[config.mk]
export PLATFORM = sky130hd
export DESIGN_NAME = float_multiplier_flat
export DESIGN_NICKNAME = d
export VERILOG_FILES = /design/src/float_pkg.sv /design/src/float_op_if.sv /design/src/float_multiplier.sv /design/src/flat_wrapper.sv
export SDC_FILE = /design/constraint.sdc
export NUM_CORES = 1
export LEC_CHECK = 0
export ABC_AREA = 1
export BUFFER_PORTS_ARGS = -buffer_cell sky130_fd_sc_hd__buf_2
export CORE_ASPECT_RATIO = 2
export CORE_MARGIN = 2
export CORE_UTILIZATION = 25
export DETAILED_ROUTE_END_ITERATION = 16
export SLEW_MARGIN = 20
export SYNTH_ARGS = -nofsm -noshare
export SYNTH_HDL_FRONTEND = slang
export SYNTH_SLANG_ARGS = --single-unit
[constraint.sdc]
create_clock -name clock -period 19.05 [get_ports clock]
set_input_delay 2.8575 -clock clock [delete_from_list [all_inputs] [get_ports clock]]
set_output_delay 2.8575 -clock clock [all_outputs]
set_load 0.02 [all_outputs]
[src/float_pkg.sv]
package float_pkg;

    ////////////////////
    // Single-precision word layout
    ////////////////////

    // Whole word
    localparam int float_width = 32;

    // Biased exponent field
    localparam int exp_width = 8;

    // Stored fraction, hidden one not included
    localparam int mnt_width = 23;

    // Fraction with the hidden one put back in front
    localparam int full_mnt_width = mnt_width + 1;

    // Exponent bias of the format
    localparam int exp_bias = 127;

    // Field view of one word, sign on top
    typedef struct packed {
        logic                 sign;
        logic [exp_width-1:0] exponent;
        logic [mnt_width-1:0] mantissa;
    } float_fields_t;

    // Same 32 bits read either as a raw word or as fields
    typedef union packed {
        logic [float_width-1:0] raw;
        float_fields_t          fields;
    } float_word_t;

endpackage

[src/float_op_if.sv]
`timescale 1ns/100ps

interface float_op_if
    import float_pkg::*;
();

    // One-cycle request strobe
    logic        start;

    // Held by the requester from start until done
    float_word_t operand_a;
    float_word_t operand_b;

    // Valid with done, then held until the next start
    float_word_t result;
    logic        done;

    modport requester (output start, operand_a, operand_b, input result, done);

    modport unit (input start, operand_a, operand_b, output result, done);

endinterface

[src/float_multiplier.sv]
`timescale 1ns/100ps

module float_multiplier
    import float_pkg::*;
(
    input  logic     clock,
    input  logic     i_reset,
    float_op_if.unit op
);

    // Bias minus the one gained by the product's top half
    localparam logic [exp_width-1:0] exp_offset = exp_width'(exp_bias - 1);

    // Stage counter, zero when idle
    logic [1:0]                    stage;

    logic                          sign_r;
    logic                          zero_r;
    logic [exp_width-1:0]          exp_r;
    logic [full_mnt_width-1:0]     mnt_a;
    logic [full_mnt_width-1:0]     mnt_b;
    logic [full_mnt_width-1:0]     mnt_r;
    logic [2*full_mnt_width-1:0]   product;
    float_word_t                   packed_word;

    // Full 48-bit mantissa product
    assign product = mnt_a * mnt_b;

    // Output word, forced to zero by the operand check
    always_comb
    begin
        packed_word.raw = '0;
        if (!zero_r)
        begin
            packed_word.fields.sign     = sign_r;
            packed_word.fields.exponent = exp_r;
            packed_word.fields.mantissa = mnt_r[mnt_width-1:0];
        end
    end

    ////////////////////
    // Control
    ////////////////////

    always_ff @(posedge clock)
    begin
        if (i_reset)
        begin
            stage   <= 2'd0;
            op.done <= 1'b0;
        end
        else
        begin
            op.done <= 1'b0;
            if (stage == 2'd0)
            begin
                if (op.start)
                    stage <= 2'd1;
            end
            else if (stage == 2'd3)
            begin
                // Pack stage, result goes out with done
                stage   <= 2'd0;
                op.done <= 1'b1;
            end
            else
                stage <= stage + 2'd1;
        end
    end

    ////////////////////
    // Datapath
    ////////////////////

    always_ff @(posedge clock)
    begin
        if (stage == 2'd0 && op.start)
        begin
            // Split fields, put the hidden ones back
            mnt_a  <= {1'b1, op.operand_a.fields.mantissa};
            mnt_b  <= {1'b1, op.operand_b.fields.mantissa};
            sign_r <= op.operand_a.fields.sign ^ op.operand_b.fields.sign;
            // Exponent wraps, no overflow handling
            exp_r  <= op.operand_a.fields.exponent + op.operand_b.fields.exponent - exp_offset;
            // Zero when exponent and mantissa are both clear
            zero_r <= ({op.operand_a.fields.exponent, op.operand_a.fields.mantissa} == '0) ||
                      ({op.operand_b.fields.exponent, op.operand_b.fields.mantissa} == '0);
        end

        // Top half of the product, low bits dropped
        if (stage == 2'd1)
            mnt_r <= product[2*full_mnt_width-1:full_mnt_width];

        // Both inputs carry a hidden one, so the top half
        // is off by at most one position
        if (stage == 2'd2 && !mnt_r[full_mnt_width-1])
        begin
            mnt_r <= mnt_r << 1;
            exp_r <= exp_r - 1'b1;
        end

        if (stage == 2'd3)
            op.result <= packed_word;
    end

endmodule

[src/flat_wrapper.sv]
// flat-port wrapper written by rule: the top's interface ports become plain ports
module float_multiplier_flat import float_pkg::*;
  (clock, i_reset, op_start, op_operand_a, op_operand_b, op_result, op_done);
  float_op_if op_i ();
  input  logic clock;
  input  logic i_reset;
  input wire logic [$bits(op_i.start)-1:0] op_start;
  input wire logic [$bits(op_i.operand_a)-1:0] op_operand_a;
  input wire logic [$bits(op_i.operand_b)-1:0] op_operand_b;
  output wire logic [$bits(op_i.result)-1:0] op_result;
  output wire logic [$bits(op_i.done)-1:0] op_done;
  assign op_i.start = op_start;
  assign op_i.operand_a = op_operand_a;
  assign op_i.operand_b = op_operand_b;
  assign op_result = op_i.result;
  assign op_done = op_i.done;
  float_multiplier u_core (.clock(clock), .i_reset(i_reset), .op(op_i));
endmodule
======== Word-level counts from Yosys, hierarchy flattened ========
Index checks and enable logic that the tools add are counted.
cells by class
  $mul .................................... 1
  add/sub/neg operators ................... 4
  reductions and logical operators ........ 10
  eq/ne operators ......................... 4
  multiplexer cells ....................... 8
  bitwise gates (word level) .............. 1
operators by type and width
  kind                                                                count
  31-bit zero test                                                    2
  24-bit by 24-bit multiplier with 48-bit output                      1
  24-bit two-way mux                                                  2
  8-bit two-way mux                                                   2
  8-bit adder                                                         1
  8-bit by 1-bit subtractor with 8-bit output, second input constant  1
  8-bit by 7-bit subtractor with 8-bit output, second input constant  1
  2-bit two-way mux                                                   3
  2-bit == test, second input constant                                2
  2-bit nonzero test                                                  2
  2-bit by 1-bit adder with 2-bit output, second input constant       1
  2-bit by 1-bit == test with 1-bit output, second input constant     1
  1-bit logical AND                                                   2
  2-bit zero test                                                     1
  2-bit != test, second input constant                                1
  2-bit OR reduction                                                  1
  1-bit zero test                                                     1
  1-bit logical OR                                                    1
  1-bit two-way mux                                                   1
  1-bit XOR                                                           1
storage, ports and cells
  flip-flop bits (word level) ............. 115
  output and inout bits ................... 33

======== Longest topological paths before layout ========
Gate-level depths: netlist of the first run.
  depth in word-level cells ............... 4
  depth in mapped cells ................... 29

======== Least setup slack after synthesis of the first run ========
Ideal clock, no wire load.
  path kind ............................... register to register
  start point ............................. register u_core.mnt_a[13]
  end point ............................... register u_core.mnt_r[19], data pin
  slack ................................... 13.013 ns
  arrival ................................. 5.771 ns
  clock period less this slack ............ 6.037 ns
  stages on the path, launching flop included .. 29
  path through ............................ edfxtp_1 -> clkbuf_1 -> nand2_1 -> fa_1 -> inv_1 -> fa_1 -> inv_1 -> fa_1 -> inv_1 -> fa_1 -> inv_1 -> fa_1 -> inv_1 -> fa_1 -> inv_1 -> fa_1 -> inv_1 -> ha_1 -> nand2_1 -> nor2_1 -> inv_1 -> nor2_1 -> nand2_1 -> nor2_1 -> nand2_1 -> nand3_1 -> nand2_1 -> nand2_1 -> o22ai_2
on the way
  word-level cells in the longest chain between the ends .. 3
RTL lines
  element                                         RTL line                source
  start, declared                                 float_multiplier.sv:20  logic [full_mnt_width-1:0] mnt_a;
  start signal, assigned                          float_multiplier.sv:80  mnt_a <= {1'b1, op.operand_a.fields.mantissa};
  24-bit by 24-bit multiplier with 48-bit output  float_multiplier.sv:27  assign product = mnt_a * mnt_b;
  24-bit two-way mux                              float_multiplier.sv:91  if (stage == 2'd1)
  24-bit two-way mux                              float_multiplier.sv:96  if (stage == 2'd2 && !mnt_r[full_mnt_width-1])
  end signal, assigned                            float_multiplier.sv:92  mnt_r <= product[2*full_mnt_width-1:full_mnt_width];
  end signal, assigned                            float_multiplier.sv:98  mnt_r <= mnt_r << 1;
  end, declared                                   float_multiplier.sv:22  logic [full_mnt_width-1:0] mnt_r;
No other way between the ends. The select of a mux whose other input is x is not followed.
A chain may end at the register's enable or synchronous reset.

======== Worst setup path after layout of the first run ========
  start point ............................. register u_core.mnt_a[19]
  end point ............................... register u_core.mnt_r[1], data pin
Same word-level chain as after synthesis.

==> results.yml, run 1 <==
clocking:
  ctsHoldBuffers: 0
  cts_buffers: 17
  post_cts_resized: 0
  postCtsSetupRepairBufs: 0
  clockBufferDepth: 2
  clockRootBuffer: "clkbuf_16"
  cts_htree_levels: 4
  clock_latency_ns: 0.45
  path_clk_slew_ns: 0.07
  numClockSinks: 115
  cts_tree: "yes"
logic_synthesis:
  synthCells: 2993
  ys_seq_area_share_pct: 14.1
  syn_area_um2: 24300
  ys_warn_count: 0
  ys.flop_type: "edfxtp_1"
  synth_edf_count: 111
  synth_cell_types: 45
  syn_nets: 3730
  postSynth.asyncResetShare_pct: 0
  ys_ff_latch: 115
  syn_area_per_cell_um2: 8.11
detailed_routing:
  drc: 0
  route.vias.total: 19153
  first_pass_iters: 5
  totalWireLength_mm: 74.1
  drt_iter0_drc: 930
  ant_nets: 0
  wl_per_cell_um: 17.3
  vias_per_cell: 4.46
floorplan:
  die_h_um: 445
  die_w_um: 224
  die_area_um2: 99800
  fp.coreArea_um2: 96300
  fp-row-count: 161
  start_util_pct: 25.2
  pin_count: 100
worst_setup_path:
  crit_top_cell: "fa_1"
  worst_path_largest_cell_delay_ns: 1.10
  path_cells: "nand2_1, fa_1, inv_1, fa_1, inv_1, fa_1, inv_1, fa_1, fa_1, inv_1, fa_1, fa_1, inv_1, ha_1, a21oi_1, inv_1, nor2_1, a21boi_1, nand2_1, nor2_1, o22ai_1"
  cp-end-kind: "flip-flop"
  cp.arrival_ns: 7.31
  path_max_fanout: 24
  startpoint_type: "flip-flop"
  critical_path_required_ns: 19.23
  slowest_stage: "edfxtp_1"
  worst-setup-path-type: "reg -> reg"
global_route:
  grt_pass1_vias: 21227
  grt_overflow: 0
  grt_pass1_wl_mm: 117
  antenna_found_initial: 1
  grt_start_max_net_pins: 41
  grt_use_total_pct: 15.5
timing:
  tns_ns: 0
  tightest_slew_ns: 1.15
  max_slew_margin_pct: 23.2
  period_share_pct: 37.4
  rsz0062_at_grt: "false"
  setup_viol: 0
  clock_skew_ns: 0.00780
  fmax_ghz: 0.140
  hold_violations: 0
  min_period_ns: 7.13
  slew_violations: 0
placed_design:
  dpl.cell_count: 4261
  portBuffers: 99
  gp_congestion: 0.930
  hpwl_mm: 61.5
finish:
  drive_gt1_share_pct: 6.80
  n_fill_cell: 10376
  syn_to_final_growth_pct: 10.8
  fin_nets: 3796
  layoutNonFillerInstCount: 4295
run:
  maxCapViolCount: 0
outcome:
  status: "completed"
worst_hold_path:
  min_path_type: "reg -> reg"
cell usage after synthesis (5+ instances only):
cell type	instances	area (um^2)
nor2_1	142	533
o21ai_0	31	155
o21bai_1	8	60.1
o22ai_1	11	68.8
xor2_1	7	61.3
nor3_1	10	50.1
nor2_2	9	56.3
nand3_1	41	205
xnor2_1	6	52.6
nor4_1	18	113
nand2_1	737	2770
clkbuf_1	99	372
a21oi_1	60	300
inv_2	8	30.0
nand4_1	12	75.1
inv_1	954	3580
ha_1	188	2350
a21o_1	5	37.5
edfxtp_1	111	3330
fa_1	482	9650
o21ai_1	11	55.1
kinds of logic after synthesis:
family / after synthesis / share of synthesized area, %
xor gates and xnor gates: 13 / 0.469
adders and majority gates: 670 / 49.4
AOI/OAI and AO/OA: 148 / 3.49
buffers and inverters: 1063 / 16.4
and+or+nand+nor: 984 / 16.1
DFF: 115 / 14.1
per-layer routing:
metal,up-vias,track usage (%),routed length [um]
met2,572,30.7,42000
met4,2,8.04,4000
met5,-,0,12
li1,8681,-,-
met3,235,1.69,2630
met1,9663,15.7,25500
state kept, by name, indices dropped and copies added (netlist names):
name / count
u_core.stage: 2
u_core.mnt_a: 23
u_core.sign_r: 1
u_core.zero_r: 1
u_core.op.result: 32
u_core.op.done: 1
u_core.exp_r: 8
u_core.mnt_r: 24
u_core.mnt_b: 23
final timing paths:
path	start	to	slack (ns)	cells past startpoint
setup / recovery	u_core.mnt_a[19]	u_core.mnt_r[1]	11.92	21
hold / removal	u_core.sign_r	u_core.op.result[31]	0.55	2
setup reg to reg	u_core.mnt_a[19]	u_core.mnt_r[1]	11.92	21
hold reg to reg	u_core.sign_r	u_core.op.result[31]	0.55	2
area by class of cell:
type                       instances  area, um^2  area share, %
sequential                       115        3410           12.7
multi-input combinational       1815       16900           62.7
tap                             1222        1530           5.68
clock inverter                    15         163          0.604
inverter                         962        3610           13.4
timing repair buffer             148         891           3.31
antenna                            1        2.50        0.00930
clock buffer                      17         425           1.58
cell usage in the layout (no fill, tap or decap), types with 2 or more instances in the layout:
cell type	netlist	layout
a211oi_1	4	4
a21boi_0	3	3
a21o_1	5	5
a21oi_1	60	60
a31oi_1	3	3
buf_2	2	99
buf_4	0	47
clkbuf_16	0	17
clkinv_4	0	2
dfxtp_1	4	4
edfxtp_1	111	111
fa_1	482	482
ha_1	188	188
inv_1	954	953
inv_2	8	9
inv_6	0	6
inv_8	0	3
nand2_1	737	737
nand2_2	3	3
nand3_1	41	41
nand3b_1	4	4
nand4_1	12	12
nor2_1	142	142
nor2_2	9	9
nor3_1	10	10
nor3_2	2	2
nor4_1	18	17
nor4_2	1	2
o21a_1	3	3
o21ai_0	31	31
o21ai_1	11	11
o21bai_1	8	8
o22ai_1	11	11
xnor2_1	6	6
xor2_1	7	7
critical path, delay by kind of cell, from the launching register on:
kind                       cells  cell delay [ns]
buffers and inverters          6             0.32
AOI/OAI and AO/OA              3             0.67
adders and majority gates      8             3.85
and+or+nand+nor                4             0.91
DFF                            1             1.10
stage by stage:
step           setup WS, ns  utilization (%)  hold WS [ns]  cell area (um^2)
2_1_floorplan         13.01                -         0.475             24300
3_3_place_gp          11.88             27.3         0.531             26300
3_5_place_dp          11.86             27.3         0.536             26300
4_1_cts               11.85             27.9         0.545             26900
5_1_grt               11.63             28.0         0.572             26900
6_report              11.92             28.0         0.548             26900
Power of run 1 is not shown: default switching activity piles up to over one toggle a cycle in this logic, so the estimate is an artifact.
==> run 2, diff against run 1 <==
==> constraint.sdc (replaced) <==
create_clock -name clock -period 6 [get_ports clock]
set_input_delay 0.9 -clock clock [delete_from_list [all_inputs] [get_ports clock]]
set_output_delay 0.9 -clock clock [all_outputs]
set_load 0.02 [all_outputs]
==> run 2 against run 1 <==
Compared with the run above:
- highest routed layer unchanged
- critical path depth up 4
- die area unchanged
- final cell count up 6.1%
- via count up 5.5%
- wire length up 12%
- clock-buffer cell count unchanged
- the flow now finishes with violations (negative setup slack)
- fmax up 12%
- setup slack worse by 12 ns
- sequential share of layout area down 1.6 points
- non-clock buffer count up 264
- global-route usage up 1.4 points
- sequential cell count unchanged
==> results.yml, run 2 (synthesis gave the netlist of run 1 again) <==
outcome:
  status: "finished with violations"
  violations: "negative setup slack"
clocking:
  clockBufferDepth: 2
  cts_htree_levels: 4
  clock_latency_ns: 0.47
  clockRootBuffer: "clkbuf_16"
  cts_tree: "yes"
  cts_buffers: 17
  ctsHoldBuffers: 0
  numClockSinks: 115
  path_clk_slew_ns: 0.07
floorplan:
  pin_count: 100
  start_util_pct: 25.2
  fp-row-count: 161
  die_h_um: 445
  die_area_um2: 99800
  fp.coreArea_um2: 96300
  die_w_um: 224
timing:
  tightest_slew_ns: 1.03
  setup_viol: 24
  slew_violations: 0
  rsz0062_at_grt: "true"
  max_slew_margin_pct: 31.2
  period_share_pct: 106
  setup_ws_ns: -0.337
  min_period_ns: 6.34
  fmax_ghz: 0.158
  hold_violations: 0
  clock_skew_ns: 0.0243
finish:
  syn_to_final_growth_pct: 27.2
  largestRegisters: "u_core.op.result: 32 flops, u_core.mnt_r: 24 flops"
  final_common_cell: "inv_1"
  final_cell_mix: "inv_1 (910), nand2_1 (684), fa_1 (448)"
  largest_register: "u_core.op.result"
  largest_reg_flops: 32
  drive_gt1_share_pct: 22.2
  fin_nets: 4060
  n_fill_cell: 10035
worst_setup_path:
  cp.arrival_ns: 6.56
  cp-end-kind: "flip-flop"
  critical_path_required_ns: 6.22
  path_max_fanout: 6
  worst-setup-path-type: "reg -> reg"
  startpoint_type: "flip-flop"
placed_design:
  gp_congestion: 0.933
  hpwl_mm: 68.3
  place_ws_ns: -0.615
  portBuffers: 99
global_route:
  antenna_found_initial: 1
  grt_pass1_wl_mm: 125
  grt_use_total_pct: 16.9
  grt_pass1_vias: 22054
  grt_start_max_net_pins: 41
  grt_overflow: 0
detailed_routing:
  vias_per_cell: 4.43
  drt_iter0_drc: 953
  first_pass_iters: 7
  totalWireLength_mm: 82.7
  drc: 0
  wl_per_cell_um: 18.1
  ant_nets: 0
  route.vias.total: 20206
run:
  maxCapViolCount: 0
worst_hold_path:
  min_path_type: "reg -> reg"
-- run 2: layer usage --
metal  vias up  GRT usage (%)  part of all wire (%)
li1       9219              -                     -
met1     10055           16.4                    32
met2       649           32.4                    55
met3       281           2.16                   4.3
met4         2           12.3                   9.1
met5         -              0                 0.019
-- run 2: path summary, 6_finish.rpt --
check / startpoint / slack (ns) / endpoint / cells past startpoint
worst max-delay path: u_core.mnt_b[18] / -0.34 / u_core.mnt_r[18] / 25
worst min-delay path: u_core.mnt_r[0] / 0.53 / u_core.mnt_r[0] / 2
worst max register to register: u_core.mnt_b[18] / -0.34 / u_core.mnt_r[18] / 25
worst min register to register: u_core.mnt_r[0] / 0.53 / u_core.mnt_r[0] / 2
-- run 2: cell type report --
class	count	area, um^2	share of cell area, %
Tap cell	1222	1530	4.95
Sequential cell	115	3410	11.0
Multi-Input combinational cell	1815	18200	59.1
Inverter	962	3610	11.7
Timing Repair Buffer	412	3510	11.4
Antenna cell	1	2.50	0.00810
Clock buffer	17	425	1.38
Clock inverter	15	158	0.510
-- run 2: repair_timing --
item,in CTS,in global routing
gates cloned,2,3
pin swaps,110,76
buffers inserted,21,11
setup endpoints to repair,24,24
resized for setup,216,167
-- run 2: per-stage QoR --
| step | utilization, % | hold slack (ns) | instance area (um^2) | std cells | setup TNS, ns |
|---|---|---|---|---|---|
| final | 32.1 | 0.527 | 30900 | 4559 | -6.16 |
| after global routing | 32.1 | 0.556 | 30900 | 4558 | -10.87 |
| after CTS | 31.3 | 0.530 | 30100 | 4543 | -6.44 |
| after detailed placement | 29.6 | 0.518 | 28500 | 4488 | -10.23 |
| after global placement | 29.6 | 0.525 | 28500 | 4488 | -9.99 |
| after floorplan | - | 0.475 | 24300 | 2993 | -0.000343 |
-- run 2: critical path, cell delays in order, from the launching register on --
cell and delay (ns):
edfxtp_1 0.45, buf_12 0.17, buf_4 0.15, nand2_1 0.07, inv_1 0.05, fa_1 0.53, inv_1 0.05, fa_1 0.52
inv_1 0.06, fa_1 0.51, fa_1 0.47, fa_1 0.55, fa_2 0.48, fa_2 0.60, ha_4 0.23, nand2_1 0.06
nand2_1 0.12, a31oi_4 0.20, o21ai_2 0.10, a21oi_2 0.16, o21ai_4 0.12, nand2_2 0.09, buf_4 0.10, nand3_1 0.05
nand3_1 0.10, nand2_1 0.06
Power of run 2 is left out for the same reason.
