==> src/float_pkg.sv <==
package float_pkg;

    ////////////////////
    // Single-precision word layout
    ////////////////////

    // Whole word
    localparam int float_width = 32;

    // Biased exponent field
    localparam int exp_width = 8;

    // Stored fraction, hidden one not included
    localparam int mnt_width = 23;

    // Fraction with the hidden one put back in front
    localparam int full_mnt_width = mnt_width + 1;

    // Exponent bias of the format
    localparam int exp_bias = 127;

    // Field view of one word, sign on top
    typedef struct packed {
        logic                 sign;
        logic [exp_width-1:0] exponent;
        logic [mnt_width-1:0] mantissa;
    } float_fields_t;

    // Same 32 bits read either as a raw word or as fields
    typedef union packed {
        logic [float_width-1:0] raw;
        float_fields_t          fields;
    } float_word_t;

endpackage

==> src/cosine_pkg.sv <==
package cosine_pkg;

    import float_pkg::*;

    ////////////////////
    // Series constants
    ////////////////////

    // Leading term of the series
    localparam float_word_t float_one = 32'h3F80_0000;

    // Stands in for the division by 2
    localparam float_word_t float_half = 32'h3F00_0000;

    // 1/24 rounded to nearest, stands in for the division by 24
    localparam float_word_t float_inv_24 = 32'h3D2A_AAAB;

    ////////////////////
    // Sequencer steps
    ////////////////////

    // First four steps use the multiplier, last two the adder
    typedef enum logic [2:0] {
        idle,
        square,
        fourth,
        half_term,
        quarter_term,
        subtract,
        sum
    } cosine_step_t;

endpackage

==> src/float_op_if.sv <==
`timescale 1ns/100ps

interface float_op_if
    import float_pkg::*;
();

    // One-cycle request strobe
    logic        start;

    // Held by the requester from start until done
    float_word_t operand_a;
    float_word_t operand_b;

    // Valid with done, then held until the next start
    float_word_t result;
    logic        done;

    modport requester (output start, operand_a, operand_b, input result, done);

    modport unit (input start, operand_a, operand_b, output result, done);

endinterface

==> src/cosine_sequencer.sv <==
`timescale 1ns/100ps

module cosine_sequencer
    import float_pkg::*;
    import cosine_pkg::*;
(
    input  logic                   clock,
    input  logic                   i_reset,
    input  logic                   i_start,
    input  logic [float_width-1:0] i_angle,
    output logic [float_width-1:0] o_cosine,
    output logic                   o_done,
    float_op_if.requester          mul_bus,
    float_op_if.requester          add_bus
);

    cosine_step_t step;
    logic         issuing;
    logic         capturing;
    logic         mul_step;
    logic         unit_done;

    // Partial terms, t1 starts out as the angle
    float_word_t  t1;
    float_word_t  t2;
    float_word_t  neg_t1;

    assign mul_step  = step inside {square, fourth, half_term, quarter_term};
    assign unit_done = mul_step ? mul_bus.done : add_bus.done;

    // One strobe per step, to whichever unit the step uses
    assign mul_bus.start = issuing && mul_step;
    assign add_bus.start = issuing && !mul_step;

    // Subtraction is an add with the sign flipped
    always_comb
    begin
        neg_t1             = t1;
        neg_t1.fields.sign = ~t1.fields.sign;
    end

    // Operands only change in the capture cycle, so they hold until done
    always_comb
    begin
        mul_bus.operand_a = t1;
        mul_bus.operand_b = t1;
        add_bus.operand_a = t1;
        add_bus.operand_b = t2;
        case (step)
            half_term:
                mul_bus.operand_b = float_half;
            quarter_term:
            begin
                mul_bus.operand_a = t2;
                mul_bus.operand_b = float_inv_24;
            end
            subtract:
            begin
                add_bus.operand_a = float_one;
                add_bus.operand_b = neg_t1;
            end
            default: ;
        endcase
    end

    ////////////////////
    // Step control
    ////////////////////

    always_ff @(posedge clock)
    begin
        if (i_reset)
        begin
            step      <= idle;
            issuing   <= 1'b0;
            capturing <= 1'b0;
            o_done    <= 1'b0;
            o_cosine  <= '0;
        end
        else
        begin
            o_done  <= 1'b0;
            issuing <= 1'b0;
            if (step == idle)
            begin
                // Start is only seen here
                if (i_start)
                begin
                    step    <= square;
                    issuing <= 1'b1;
                end
            end
            else if (capturing)
            begin
                capturing <= 1'b0;
                issuing   <= (step != sum);
                case (step)
                    square:       step <= fourth;
                    fourth:       step <= half_term;
                    half_term:    step <= quarter_term;
                    quarter_term: step <= subtract;
                    subtract:     step <= sum;
                    default:
                    begin
                        o_cosine <= add_bus.result.raw;
                        o_done   <= 1'b1;
                        step     <= idle;
                    end
                endcase
            end
            else if (unit_done)
                capturing <= 1'b1;
        end
    end

    ////////////////////
    // Partial terms
    ////////////////////

    always_ff @(posedge clock)
    begin
        if (step == idle && i_start)
            t1 <= i_angle;
        else if (capturing)
        begin
            case (step)
                square:       t1 <= mul_bus.result;
                fourth:       t2 <= mul_bus.result;
                half_term:    t1 <= mul_bus.result;
                quarter_term: t2 <= mul_bus.result;
                subtract:     t1 <= add_bus.result;
                default: ;
            endcase
        end
    end

endmodule

==> src/flat_wrapper.sv <==
// flat-port wrapper written by rule: the top's interface ports become plain ports
module cosine_sequencer_flat import float_pkg::*; import cosine_pkg::*;
  (clock, i_reset, i_start, i_angle, o_cosine, o_done, mul_bus_start, mul_bus_operand_a, mul_bus_operand_b, mul_bus_result, mul_bus_done, add_bus_start, add_bus_operand_a, add_bus_operand_b, add_bus_result, add_bus_done);
  float_op_if mul_bus_i ();
  float_op_if add_bus_i ();
  input  logic clock;
  input  logic i_reset;
  input  logic i_start;
  input  logic [float_width-1:0] i_angle;
  output logic [float_width-1:0] o_cosine;
  output logic o_done;
  output wire logic [$bits(mul_bus_i.start)-1:0] mul_bus_start;
  output wire logic [$bits(mul_bus_i.operand_a)-1:0] mul_bus_operand_a;
  output wire logic [$bits(mul_bus_i.operand_b)-1:0] mul_bus_operand_b;
  input wire logic [$bits(mul_bus_i.result)-1:0] mul_bus_result;
  input wire logic [$bits(mul_bus_i.done)-1:0] mul_bus_done;
  output wire logic [$bits(add_bus_i.start)-1:0] add_bus_start;
  output wire logic [$bits(add_bus_i.operand_a)-1:0] add_bus_operand_a;
  output wire logic [$bits(add_bus_i.operand_b)-1:0] add_bus_operand_b;
  input wire logic [$bits(add_bus_i.result)-1:0] add_bus_result;
  input wire logic [$bits(add_bus_i.done)-1:0] add_bus_done;
  assign mul_bus_start = mul_bus_i.start;
  assign mul_bus_operand_a = mul_bus_i.operand_a;
  assign mul_bus_operand_b = mul_bus_i.operand_b;
  assign mul_bus_i.result = mul_bus_result;
  assign mul_bus_i.done = mul_bus_done;
  assign add_bus_start = add_bus_i.start;
  assign add_bus_operand_a = add_bus_i.operand_a;
  assign add_bus_operand_b = add_bus_i.operand_b;
  assign add_bus_i.result = add_bus_result;
  assign add_bus_i.done = add_bus_done;
  cosine_sequencer u_core (.clock(clock), .i_reset(i_reset), .i_start(i_start), .i_angle(i_angle), .o_cosine(o_cosine), .o_done(o_done), .mul_bus(mul_bus_i), .add_bus(add_bus_i));
endmodule
==> config.mk <==
export PLATFORM = sky130hd
export DESIGN_NAME = cosine_sequencer_flat
export DESIGN_NICKNAME = d
export VERILOG_FILES = /design/src/float_pkg.sv /design/src/cosine_pkg.sv /design/src/float_op_if.sv /design/src/cosine_sequencer.sv /design/src/flat_wrapper.sv
export SDC_FILE = /design/constraint.sdc
export NUM_CORES = 1
export LEC_CHECK = 0
export ABC_AREA = 1
export BUFFER_PORTS_ARGS = -buffer_cell sky130_fd_sc_hd__buf_2
export CAP_MARGIN = 25
export CELL_PAD_IN_SITES_DETAIL_PLACEMENT = 0
export CELL_PAD_IN_SITES_GLOBAL_PLACEMENT = 2
export CORE_AREA = 2 2 158 160
export CTS_CLUSTER_DIAMETER = 200
export CTS_CLUSTER_SIZE = 28
export DETAILED_ROUTE_END_ITERATION = 6
export DIE_AREA = 0 0 160 162
export GPL_ROUTABILITY_DRIVEN = 0
export PLACE_DENSITY = 0.81
export SLEW_MARGIN = 20
export SYNTH_ARGS = -nofsm -noshare
export SYNTH_HDL_FRONTEND = slang
export SYNTH_SLANG_ARGS = --single-unit
==> constraint.sdc <==
create_clock -name clock -period 3.1 [get_ports clock]
set_clock_uncertainty 0.05 [all_clocks]
set_input_delay 0.62 -clock clock [delete_from_list [all_inputs] [get_ports clock]]
set_output_delay 0.62 -clock clock [all_outputs]
set_load 0.005 [all_outputs]
After elaboration in Yosys (flattened, before gate mapping)

Index checks and enable logic that the tools add are counted.

$add $sub $neg: 0
Multiply operators: 0
Divide/modulo/power cells: 0
Magnitude comparators: 0
Equality and inequality tests: 7
Shift-type cells: 0
Muxes and demuxes: 18
Bitwise logic cells: 5
Reduce and logical (&&, ||, !) cells: 17

Operator list:

| cell                 | count |
|---|---|
| $mux W32             | 5 |
| $pmux W32 S2         | 2 |
| $pmux W3 S5          | 1 |
| $mux W3              | 3 |
| $mux W1              | 7 |
| $eq A3 B2 Y1 const B | 2 |
| $eq A3 B3 Y1 const B | 2 |
| $reduce_and A3 Y1    | 2 |
| $not A1 Y1           | 5 |
| $reduce_or A5 Y1     | 1 |
| $reduce_and A2 Y1    | 2 |
| $reduce_bool A2 Y1   | 2 |
| $reduce_bool A4 Y1   | 1 |
| $reduce_or A2 Y1     | 2 |
| $eq A3 B1 Y1 const B | 1 |
| $logic_and A1 B1 Y1  | 3 |
| $logic_not A3 Y1     | 1 |
| $ne A3 B3 Y1 const B | 1 |
| $reduce_bool A3 Y1   | 1 |
| $reduce_or A3 Y1     | 1 |
| $ne A2 B2 Y1 const B | 1 |
| $logic_not A1 Y1     | 1 |

Flip-flop bits (word level): 102
Latch bits: 0
Memory bits (writable): 0
ROM bits: 0
Input bits: 101
Output and inout bits: 163
Logic and storage cells: 54
Memories kept: 0

Depth between registers and ports, before layout

Gate-level depths: netlist of the first run.

Depth after elaboration: 5
Depth in mapped cells: 10
Mapped depth without buffers: 8

Least setup slack after synthesis of the first run

Ideal clock, no wire load.

Kind: register to register
From: reg u_core.step[1]
To: reg u_core.t2[0] (netlist name) (enable)
Library setup time: 0.432 ns
Arrival: 2.583 ns
Data required time: 2.618 ns
Path slack: 0.035 ns
Cell stages (with the launch flop): 7
Path buffers: 3
Clock period less this slack: 3.065 ns
Cell sequence: dfxtp_1 buf_4 nor2_1 nand2_1 buf_2 buf_2 a21oi_1

Cells in the longest elaborated chain, start to end: 4
Elaborated cells on any way between the ends: 7
Classes of those cells: eq/ne: 2; bitwise: 1; reduce/logical: 4

Ends and longest elaborated chain:

| what                                                                 | RTL line                | text |
|---|---|---|
| start: declaration                                                   | cosine_sequencer.sv:17  | `cosine_step_t step;` |
| start signal: assignment                                             | cosine_sequencer.sv:74  | `step <= idle;` |
| start signal: assignment                                             | cosine_sequencer.sv:89  | `step <= square;` |
| start signal: assignment                                             | cosine_sequencer.sv:98  | `square: step <= fourth;` |
| parallel branches: the longest is 3 deep, another holds $eq A3 B3 Y1 | n/a                     |  |
| $reduce_and A3 Y1 (no source line) *                                 | n/a                     |  |
| end signal: assignment                                               | cosine_sequencer.sv:128 | `fourth: t2 <= mul_bus.result;` |
| end signal: assignment                                               | cosine_sequencer.sv:130 | `quarter_term: t2 <= mul_bus.result;` |
| end: declaration                                                     | cosine_sequencer.sv:25  | `float_word_t t2;` |

Every way passes the cells marked *.
A chain may end at the register's enable or synchronous reset.

Worst setup path in the final report of the first run

From: reg u_core.step[1]
To: out mul_bus_operand_b[27]

Cells in the longest elaborated chain, start to end: 2
Elaborated cells on any way between the ends: 3
Classes of those cells: eq/ne: 2; mux: 1

Ends and longest elaborated chain:

| what                                         | RTL line               | text |
|---|---|---|
| $eq A3 B3 Y1 or $eq A3 B2 Y1 (tied branches) | cosine_sequencer.sv:49 | `case (step)` |
| $pmux W32 S2 *                               | cosine_sequencer.sv:49 |  |
| end: declaration                             | flat_wrapper.sv:14     | `output wire logic [$bits(mul_bus_i.operand_b)-1:0] mul_bus_operand_b;` |

Every way passes the cells marked *; elsewhere a longest branch is shown, timed or not.

==> impl_metrics.yaml, run 1 <==
floorplanning:
  fp.dieW_um: 160
  row_count: 57
  coreArea_um2: 24100
  die_h_um: 162
  floorplan.initialDensity: 0.219
  design.portCount: 264
  die-area_um2: 25900
detailed_routing:
  drt_first_iter_violations: 326
  route.layer.met1.wl_um: 9310
  routed-via-count: 5334
  route.detailed.drc: 0
  wire_per_inst_um: 16.6
  detailroute.wirelength.met3_um: 917
  highest_layer: "met4"
  detailroute.wirelength.met2_um: 9820
  drtAntennaViolNets: 0
  drtPass1Iterations: 4
  dr_vias_cell: 4.28
  total_wirelength_of_the_detailed_routed_design_um: 20700
timing:
  final-setup-viol-count: 0
  finalMaxSlewViolations: 0
  achievable-frequency_mhz: 354
  layout_worst_path_cycle_share: 0.912
  worst_pin_slew_ns: 0.838
  timing.slew.headroom: 0.442
  grt_setup_unrepaired: "no"
  fin_tns_setup_ns: 0
  worst_hold_slack_ns: 0.400
  final.min_clock_period_ns: 2.83
  final_hold_viol_count: 0
pwr:
  power.leakage_nw: 3.52
  pwrdens_nw_per_um2: 434
  vdd_drop_max_mv: 0.230
finish:
  area_growth_pct: 36.9
  drive_above_1_share: 0.341
  finish.net_count: 1015
worst_setup_path:
  path_common_cell: "sky130_fd_sc_hd__nand2_1"
  crit_required_ns: 2.43
  cp_cell_sequence: "nand3_1, nand2_1, inv_1, nand2_1, buf_2"
  worst-path-buf-inv: 2
  critical-path-max-stage-delay_ns: 0.57
  critical_path_peak_fanout: 14
  crit_arrival_ns: 2.16
  setup.worst_path.end_class: "output pin"
  critical-path-top-delay-family: "simple AND/OR/NAND/NOR gates"
  critical_path_class: "reg2out"
  cp-start-kind: "flip-flop"
  critical_path.slowest_cell: "sky130_fd_sc_hd__dfxtp_1"
cts:
  cts_repair_resizes: 0
  clock_tree.htree_level_count: 3
  clock_tree.root_cell: "sky130_fd_sc_hd__clkbuf_16"
  holdBufCountCts: 0
  clkTransAtPathRegs_ns: 0.08
  cts.repair_timing.setup_buffer_count: 0
  cts_tree: "built"
  clock_insertion_delay_worst_skew_ns: 0.35
  cts_inserted_buffers: 9
  cts.path.max_buffers: 2
  clock_sink_count: 102
placement:
  numPortBuffers: 263
  place.detailed.hpwl_um: 15900
yosys:
  yosys.area_share.simple: 0.253
  synth.area.top_cells: "sky130_fd_sc_hd__edfxtp_1, sky130_fd_sc_hd__dfxtp_1, sky130_fd_sc_hd__nor2_1"
  synth_fa_ha_area_frac: 0.00474
  postSynthNetCount: 770
  syn_inst_count: 667
  synthXorXnorAreaFrac: 0
  syn-cell-area_um2: 5280
  ys_seq_area_frac: 0.508
  muxShareOfSynthArea: 0.0320
  synth_warnings: 0
  syn-mean-instance-area_um2: 7.92
  ys_seq_elements: 102
  synth_top_family_by_area: "simple AND/OR/NAND/NOR gates"
  compound_gate_portion_of_the_synthesized_area: 0.113
  yosysTopAreaCell: "sky130_fd_sc_hd__edfxtp_1"
  yosys.cell_types.count: 24
  synth_largest_type_area_fraction: 0.364
outcome:
  status: "finished, final reports clean"
global_routing:
  initial_antenna_violation_count: 4
  grt_overflow: 0
  via_count_of_the_first_global_routing_pass: 5071
  grt_pass1_wl_um: 30300
  largest_net_degree_at_the_start_of_global_routing: 51
  grt.total_usage: 0.154
worst_hold_path:
  timing.hold.worst.class: "in2reg"
flow_run:
  max_cap_viol_count: 0
## power breakdown
group	internal, W	leakage, nW	total [W]	switching (W)
Sequential	0.00151	0.898	0.00154	0.0000354
Combinational	0.000217	2.49	0.000505	0.000288
Clock	0.000551	0.127	0.00109	0.000543
## path summary, 6_finish.rpt
| path | start | endpoint | slack, ns | cells past startpoint |
|---|---|---|---|---|
| hold reg to reg | u_core.o_cosine[24] | u_core.o_cosine[24] | 0.43 | 2 |
| setup / recovery | u_core.step[1] | mul_bus_operand_b[27] | 0.27 | 5 |
| setup reg to reg | u_core.step[1] | u_core.t2[4] | 0.93 | 5 |
| hold / removal | mul_bus_result[11] | u_core.t2[11] | 0.40 | 1 |
## area by class of cell
class,count,area [µm²]
Antenna cell,4,10.0
Clock buffer,10,229
Clock inverter,6,45.0
Fill cell,2688,16900
Inverter,60,225
Multi-Input combinational cell,460,2140
Sequential cell,102,2680
Tap cell,324,405
Timing Repair Buffer,279,1490
## Yosys cell counts
master and instances:
sky130_fd_sc_hd__a21oi_1 4, sky130_fd_sc_hd__a31oi_1 33, sky130_fd_sc_hd__buf_2 17, sky130_fd_sc_hd__buf_4 2, sky130_fd_sc_hd__buf_6 6, sky130_fd_sc_hd__clkbuf_1 20
sky130_fd_sc_hd__dfxtp_1 38, sky130_fd_sc_hd__edfxtp_1 64, sky130_fd_sc_hd__ha_1 2, sky130_fd_sc_hd__inv_1 56, sky130_fd_sc_hd__inv_2 4, sky130_fd_sc_hd__mux2_1 3
sky130_fd_sc_hd__mux2_4 9, sky130_fd_sc_hd__nand2_1 130, sky130_fd_sc_hd__nand2_2 1, sky130_fd_sc_hd__nand2_4 1, sky130_fd_sc_hd__nand3_1 38, sky130_fd_sc_hd__nand4_1 1
sky130_fd_sc_hd__nor2_1 160, sky130_fd_sc_hd__nor2_8 1, sky130_fd_sc_hd__nor3_1 3, sky130_fd_sc_hd__o211ai_1 1, sky130_fd_sc_hd__o21ai_0 63, sky130_fd_sc_hd__o21ai_1 10
## routing by layer
| layer | vias up | GRT usage |
|---|---|---|
| met2 | 163 | 0.256 |
| met4 | 0 | 0.0721 |
| met1 | 2455 | 0.195 |
| li1 | 2675 | - |
| met5 | - | 0 |
| met3 | 41 | 0.0278 |
## cell usage in the layout, fill, tap and decap left out, types with 10 or more instances in the layout
cell type and count:
sky130_fd_sc_hd__nand3_1 38, sky130_fd_sc_hd__o21ai_1 10, sky130_fd_sc_hd__nand2_1 129, sky130_fd_sc_hd__dfxtp_1 37
sky130_fd_sc_hd__a31oi_1 33, sky130_fd_sc_hd__buf_4 12, sky130_fd_sc_hd__inv_1 55, sky130_fd_sc_hd__buf_2 263
sky130_fd_sc_hd__edfxtp_1 64, sky130_fd_sc_hd__nor2_1 160, sky130_fd_sc_hd__o21ai_0 63
## cells by family (layout without fill, tap and decap cells)
kind of cell,after synthesis,in the layout
compound gates,111,111
fa+ha+maj,2,2
buf+inv,105,355
flops,102,102
mux,12,12
other cells,0,4
simple gates,335,335
## metrics by stage
stage	cells	setup WS, ns	util	total power (W)	cell area, µm²
finish	1245	0.273	0.300	0.00314	7230
global route	1245	0.0953	0.300	0.00330	7230
CTS	1241	0.235	0.299	0.00320	7220
detailed placement	1225	0.628	0.288	0.00208	6950
global placement	1225	0.671	0.288	0.00208	6950
floorplan	667	0.0350	-	0.00181	5280
## state kept, by name (all words and copies together), names as in the netlist
signal / count
u_core.issuing: 1
u_core.capturing: 1
u_core.o_done: 1
u_core.t2: 32
u_core.step: 3
u_core.o_cosine: 32
u_core.t1: 32
(Power assumes the default switching activity.)
==> run 2: changes to the inputs <==
Settings changed: CORE_AREA 2 2 158 160 to 2 2 145 175, DIE_AREA 0 0 160 162 to 0 0 147 177.
==> impl_metrics.yaml, run 2 (synthesized netlist as in run 1, its figures left out) <==
outcome:
  status: "finished, final reports clean"
detailed_routing:
  total_wirelength_of_the_detailed_routed_design_um: 20900
  drtPass1Iterations: 5
  dr_vias_cell: 4.24
  routed-via-count: 5288
  route.detailed.drc: 0
  drtAntennaViolNets: 0
  wire_per_inst_um: 16.8
  drt_first_iter_violations: 349
worst_setup_path:
  critical_path_peak_fanout: 34
  timing.reg2reg.setup_slack_ns: 0.92
  cp-start-kind: "flip-flop"
  reg2reg_from: "u_core.step[1]"
  critical_path_class: "reg2out"
  critical-path-max-stage-delay_ns: 0.56
  cp_cell_sequence: "nor2_1, nand2_1, clkinv_1, buf_4, nor2_1, nor2_1, buf_2"
  crit-reg2reg-capture: "u_core.t2[22]"
  path_common_cell: "sky130_fd_sc_hd__nor2_1"
  critical_path.slowest_cell: "sky130_fd_sc_hd__dfxtp_1"
  worst_r2r_path_cells: 5
  crit_required_ns: 2.43
  crit_arrival_ns: 2.19
  setup.worst_path.end_class: "output pin"
floorplanning:
  die-area_um2: 26000
  fp.dieW_um: 147
  row_count: 63
  coreArea_um2: 24400
  design.portCount: 264
  die_h_um: 177
  floorplan.initialDensity: 0.216
finish:
  final_cell_mix: "sky130_fd_sc_hd__buf_2, sky130_fd_sc_hd__nor2_1, sky130_fd_sc_hd__nand2_1"
  nFillCells: 2754
  area_growth_pct: 37.2
  finalCoreUtilization: 0.297
  drive_above_1_share: 0.344
  sequential_cell_area_um2: 2680
  largest_registers: "u_core.o_cosine (32), u_core.t1 (32), u_core.t2 (32)"
  finish.net_count: 1016
  mostFrequentLayoutCell: "sky130_fd_sc_hd__buf_2"
  multi_input_area_um2: 2150
timing:
  final-setup-viol-count: 0
  layout_worst_path_cycle_share: 0.923
  final_critical_path_setup_slack_ns: 0.239
  achievable-frequency_mhz: 350
  final_hold_viol_count: 0
  final.min_clock_period_ns: 2.86
  timing.slew.headroom: 0.641
  fin_tns_setup_ns: 0
  grt_setup_unrepaired: "no"
  worst_pin_slew_ns: 0.538
  finalMaxSlewViolations: 0
cts:
  clock_sink_count: 102
  clock_insertion_delay_worst_skew_ns: 0.36
  clkTransAtPathRegs_ns: 0.08
  cts.path.max_buffers: 2
  clock_tree.root_cell: "sky130_fd_sc_hd__clkbuf_16"
  clock_tree.htree_level_count: 3
  cts.repair_timing.setup_buffer_count: 0
  cts_tree: "built"
  cts_inserted_buffers: 9
flow_run:
  max_cap_viol_count: 0
worst_hold_path:
  min_delay_path_depth: 1
  worst_hold_startpoint: "mul_bus_result[11]"
  worst_hold_path.endpoint: "u_core.t2[11]"
  timing.hold.worst.class: "in2reg"
placement:
  place.detailed.hpwl_um: 16200
  numPortBuffers: 263
  detailedPlace.worstSlack_ns: 0.541
global_routing:
  via_count_of_the_first_global_routing_pass: 4799
  grt.total_usage: 0.153
  initial_antenna_violation_count: 4
  grt_overflow: 0
  largest_net_degree_at_the_start_of_global_routing: 46
  grt_pass1_wl_um: 29600
pwr:
  power.leakage_nw: 3.53
  pwrdens_nw_per_um2: 451
  vdd_drop_max_mv: 0.245
-- run 2: stage by stage --
step           hold WS [ns]  instances  cell area, µm²  total power (W)
2_1_floorplan         0.430        667            5280          0.00181
5_1_grt               0.378       1247            7250          0.00344
3_3_place_gp          0.409       1227            6920          0.00209
6_report              0.399       1247            7250          0.00327
4_1_cts               0.380       1243            7230          0.00333
3_5_place_dp          0.423       1227            6920          0.00209
-- run 2: worst max path at each step --
| stage | startpoint | endpoint | slack, ns | cells past startpoint |
|---|---|---|---|---|
| global placement | u_core.step[1] | mul_bus_operand_b[29] | 0.58 | 6 |
| finish | u_core.step[1] | mul_bus_operand_b[7] | 0.24 | 7 |
| global route | u_core.step[1] | mul_bus_operand_b[7] | 0.07 | 7 |
| detailed placement | u_core.step[1] | mul_bus_operand_b[26] | 0.54 | 6 |
| CTS | u_core.step[1] | mul_bus_operand_b[26] | 0.13 | 6 |
| floorplan | u_core.step[1] | u_core.t2[0] | 0.04 | 6 |
-- run 2: area by class of cell --
class	count	share of cell area
Antenna cell	4	0.00138
Sequential cell	102	0.370
Clock buffer	9	0.0311
Tap cell	325	0.0561
Inverter	60	0.0311
Clock inverter	7	0.0128
Timing Repair Buffer	280	0.201
Multi-Input combinational cell	460	0.296
-- run 2: worst max-delay path: cells and delay by family, from the launching register on --
kind	cells	cell delay (ns)
and+or+nand+nor	4	0.72
DFF	1	0.56
buffers and inverters	3	0.53
-- run 2: metal layers --
layer / track usage / share of wire / vias up
li1: - / - / 2693
met1: 0.197 / 0.44 / 2437
met2: 0.262 / 0.50 / 144
met3: 0.0276 / 0.043 / 14
met4: 0.0497 / 0.014 / 0
met5: 0 / 0 / -
-- run 2: power breakdown --
| group | switching (W) | total (W) | internal (W) |
|---|---|---|---|
| Clock | 0.000575 | 0.00122 | 0.000647 |
| Sequential | 0.0000321 | 0.00154 | 0.00151 |
| Combinational | 0.000296 | 0.000510 | 0.000215 |
-- run 2: what timing repair did --
item,CTS,global route
endpoints found under the setup margin,0,5
hold buffers,0,0
hold endpoints to repair,0,0
gates resized for setup,0,1
==> run 3: changes to the inputs <==
Settings changed: GPL_TIMING_DRIVEN from default to 0.
==> impl_metrics.yaml, run 3 (synthesized netlist as in run 1, its figures left out) <==
detailed_routing:
  wire_per_inst_um: 18.4
  drt_first_iter_violations: 360
  drtAntennaViolNets: 0
  route.layer.met1.wl_um: 9630
  route.detailed.drc: 0
  detailroute.wirelength.met2_um: 11700
  dr_vias_cell: 4.34
  detailroute.wirelength.met3_um: 1240
  routed-via-count: 5560
  total_wirelength_of_the_detailed_routed_design_um: 23500
  highest_layer: "met5"
  drtPass1Iterations: 5
pwr:
  design_power_total_w: 0.00326
  netSwitchingPower_w: 0.000901
  power.leakage_nw: 3.60
  power.share.switching: 0.276
  p_int_w: 0.00236
  seqPwrFrac: 0.472
  pwrdens_nw_per_um2: 441
  vdd_drop_max_mv: 0.265
  clock_power_share: 0.360
  power.share.combinational: 0.168
finish:
  nFillCells: 2766
  finish.net_count: 1046
  area_growth_pct: 40.0
  mostFrequentLayoutCell: "sky130_fd_sc_hd__buf_2"
  final_cell_mix: "sky130_fd_sc_hd__buf_2, sky130_fd_sc_hd__nor2_1, sky130_fd_sc_hd__nand2_1"
  sequential_cell_area_um2: 2680
  drive_above_1_share: 0.342
  largest_registers: "u_core.o_cosine (32), u_core.t1 (32), u_core.t2 (32)"
  multi_input_area_um2: 2140
floorplanning:
  fp.dieW_um: 147
  die_h_um: 177
  die-area_um2: 26000
  coreArea_um2: 24400
  design.portCount: 264
  row_count: 63
  floorplan.initialDensity: 0.216
cts:
  cts.path.max_buffers: 2
  cts.repair_timing.setup_buffer_count: 0
  cts_inserted_buffers: 9
  holdBufCountCts: 0
  clkTransAtPathRegs_ns: 0.08
  clock_insertion_delay_worst_skew_ns: 0.36
  cts_repair_resizes: 0
  cts_tree: "built"
  clock_tree.root_cell: "sky130_fd_sc_hd__clkbuf_16"
  clock_tree.htree_level_count: 3
  clock_sink_count: 102
placement:
  place.detailed.hpwl_um: 18900
  numPortBuffers: 263
timing:
  timing.slew.headroom: 0.551
  worst_pin_slew_ns: 0.671
  final_hold_viol_count: 0
  worst_hold_slack_ns: 0.399
  final.min_clock_period_ns: 2.92
  grt_setup_unrepaired: "no"
  finalMaxSlewViolations: 0
  achievable-frequency_mhz: 343
  layout_worst_path_cycle_share: 0.942
  final-setup-viol-count: 0
global_routing:
  grt_pass1_wl_um: 33400
  grt_overflow: 0
  grt.total_usage: 0.176
  via_count_of_the_first_global_routing_pass: 5348
  largest_net_degree_at_the_start_of_global_routing: 18
  initial_antenna_violation_count: 11
worst_hold_path:
  min_delay_path_depth: 1
  timing.hold.worst.class: "in2reg"
worst_setup_path:
  critical_path_peak_fanout: 10
  timing.reg2reg.setup_slack_ns: 0.67
  path_common_cell: "sky130_fd_sc_hd__buf_2"
  critical-path-max-stage-delay_ns: 0.34
  crit_required_ns: 2.43
  worst_r2r_path_cells: 7
  critical_path.slowest_cell: "sky130_fd_sc_hd__dfxtp_1"
  cp-start-kind: "flip-flop"
  setup.worst_path.end_class: "output pin"
  cp_cell_sequence: "buf_4, nor2_1, nand2_1, buf_2, nand2_1, buf_2, nor2_1, buf_2"
  crit_arrival_ns: 2.25
  critical_path_class: "reg2out"
flow_run:
  max_cap_viol_count: 0
outcome:
  status: "finished, final reports clean"
## run 3: cell count changes in the layout (fill, tap and decap cells not counted), sizes merged
cell and change:
diode +4, clkinv -4, inv +1, buf +10, bufinv -1, clkbuf +22
clkinvlp +2
## run 3: path summary, 6_finish.rpt
path	startpoint	end
worst min-delay path	mul_bus_result[3]	u_core.t2[3]
worst max-delay path	u_core.step[1]	mul_bus_operand_b[12]
worst min register to register	u_core.o_cosine[12]	u_core.o_cosine[12]
worst max register to register	u_core.step[1]	u_core.t2[10]
## run 3: power groups by stage
stage | Sequential [W] | Combinational (W) | Clock [W]
floorplan | 0.00156 | 0.000252 | 0
global placement | 0.00157 | 0.000540 | 0
detailed placement | 0.00157 | 0.000553 | 0
CTS | 0.00154 | 0.000555 | 0.00120
global route | 0.00154 | 0.000610 | 0.00125
finish | 0.00154 | 0.000547 | 0.00117
## run 3: metrics by stage
step,area (µm²),setup WS (ns),cells,utilization,TNS (ns)
6_report,7390,0.181,1281,0.303,0
5_1_grt,7390,0.0855,1280,0.303,0
2_1_floorplan,5280,0.0350,667,-,0
3_3_place_gp,7000,-1.50,1255,0.287,-47.78
4_1_cts,7370,0.152,1273,0.302,0
3_5_place_dp,7070,0.548,1257,0.289,0
## run 3: per-layer routing
metal / track usage / vias up
met2: 0.303 / 193
met3: 0.0338 / 50
met1: 0.211 / 2563
met4: 0.0881 / 6
li1: - / 2748
met5: 0 / -
## run 3: area by class of cell
class                           count  area share
Sequential cell                   102       0.363
Multi-Input combinational cell    460       0.290
Timing Repair Buffer              265       0.185
Tap cell                          325      0.0550
Clock buffer                       11      0.0357
Buffer                             45      0.0328
Inverter                           60      0.0305
Clock inverter                      5     0.00508
Antenna cell                        8     0.00271
## run 3: worst max-delay path, delay by kind of cell, from the launching register on
family	cells	cell delay, ns
flops	1	0.34
simple gates	4	0.66
buf+inv	4	0.89
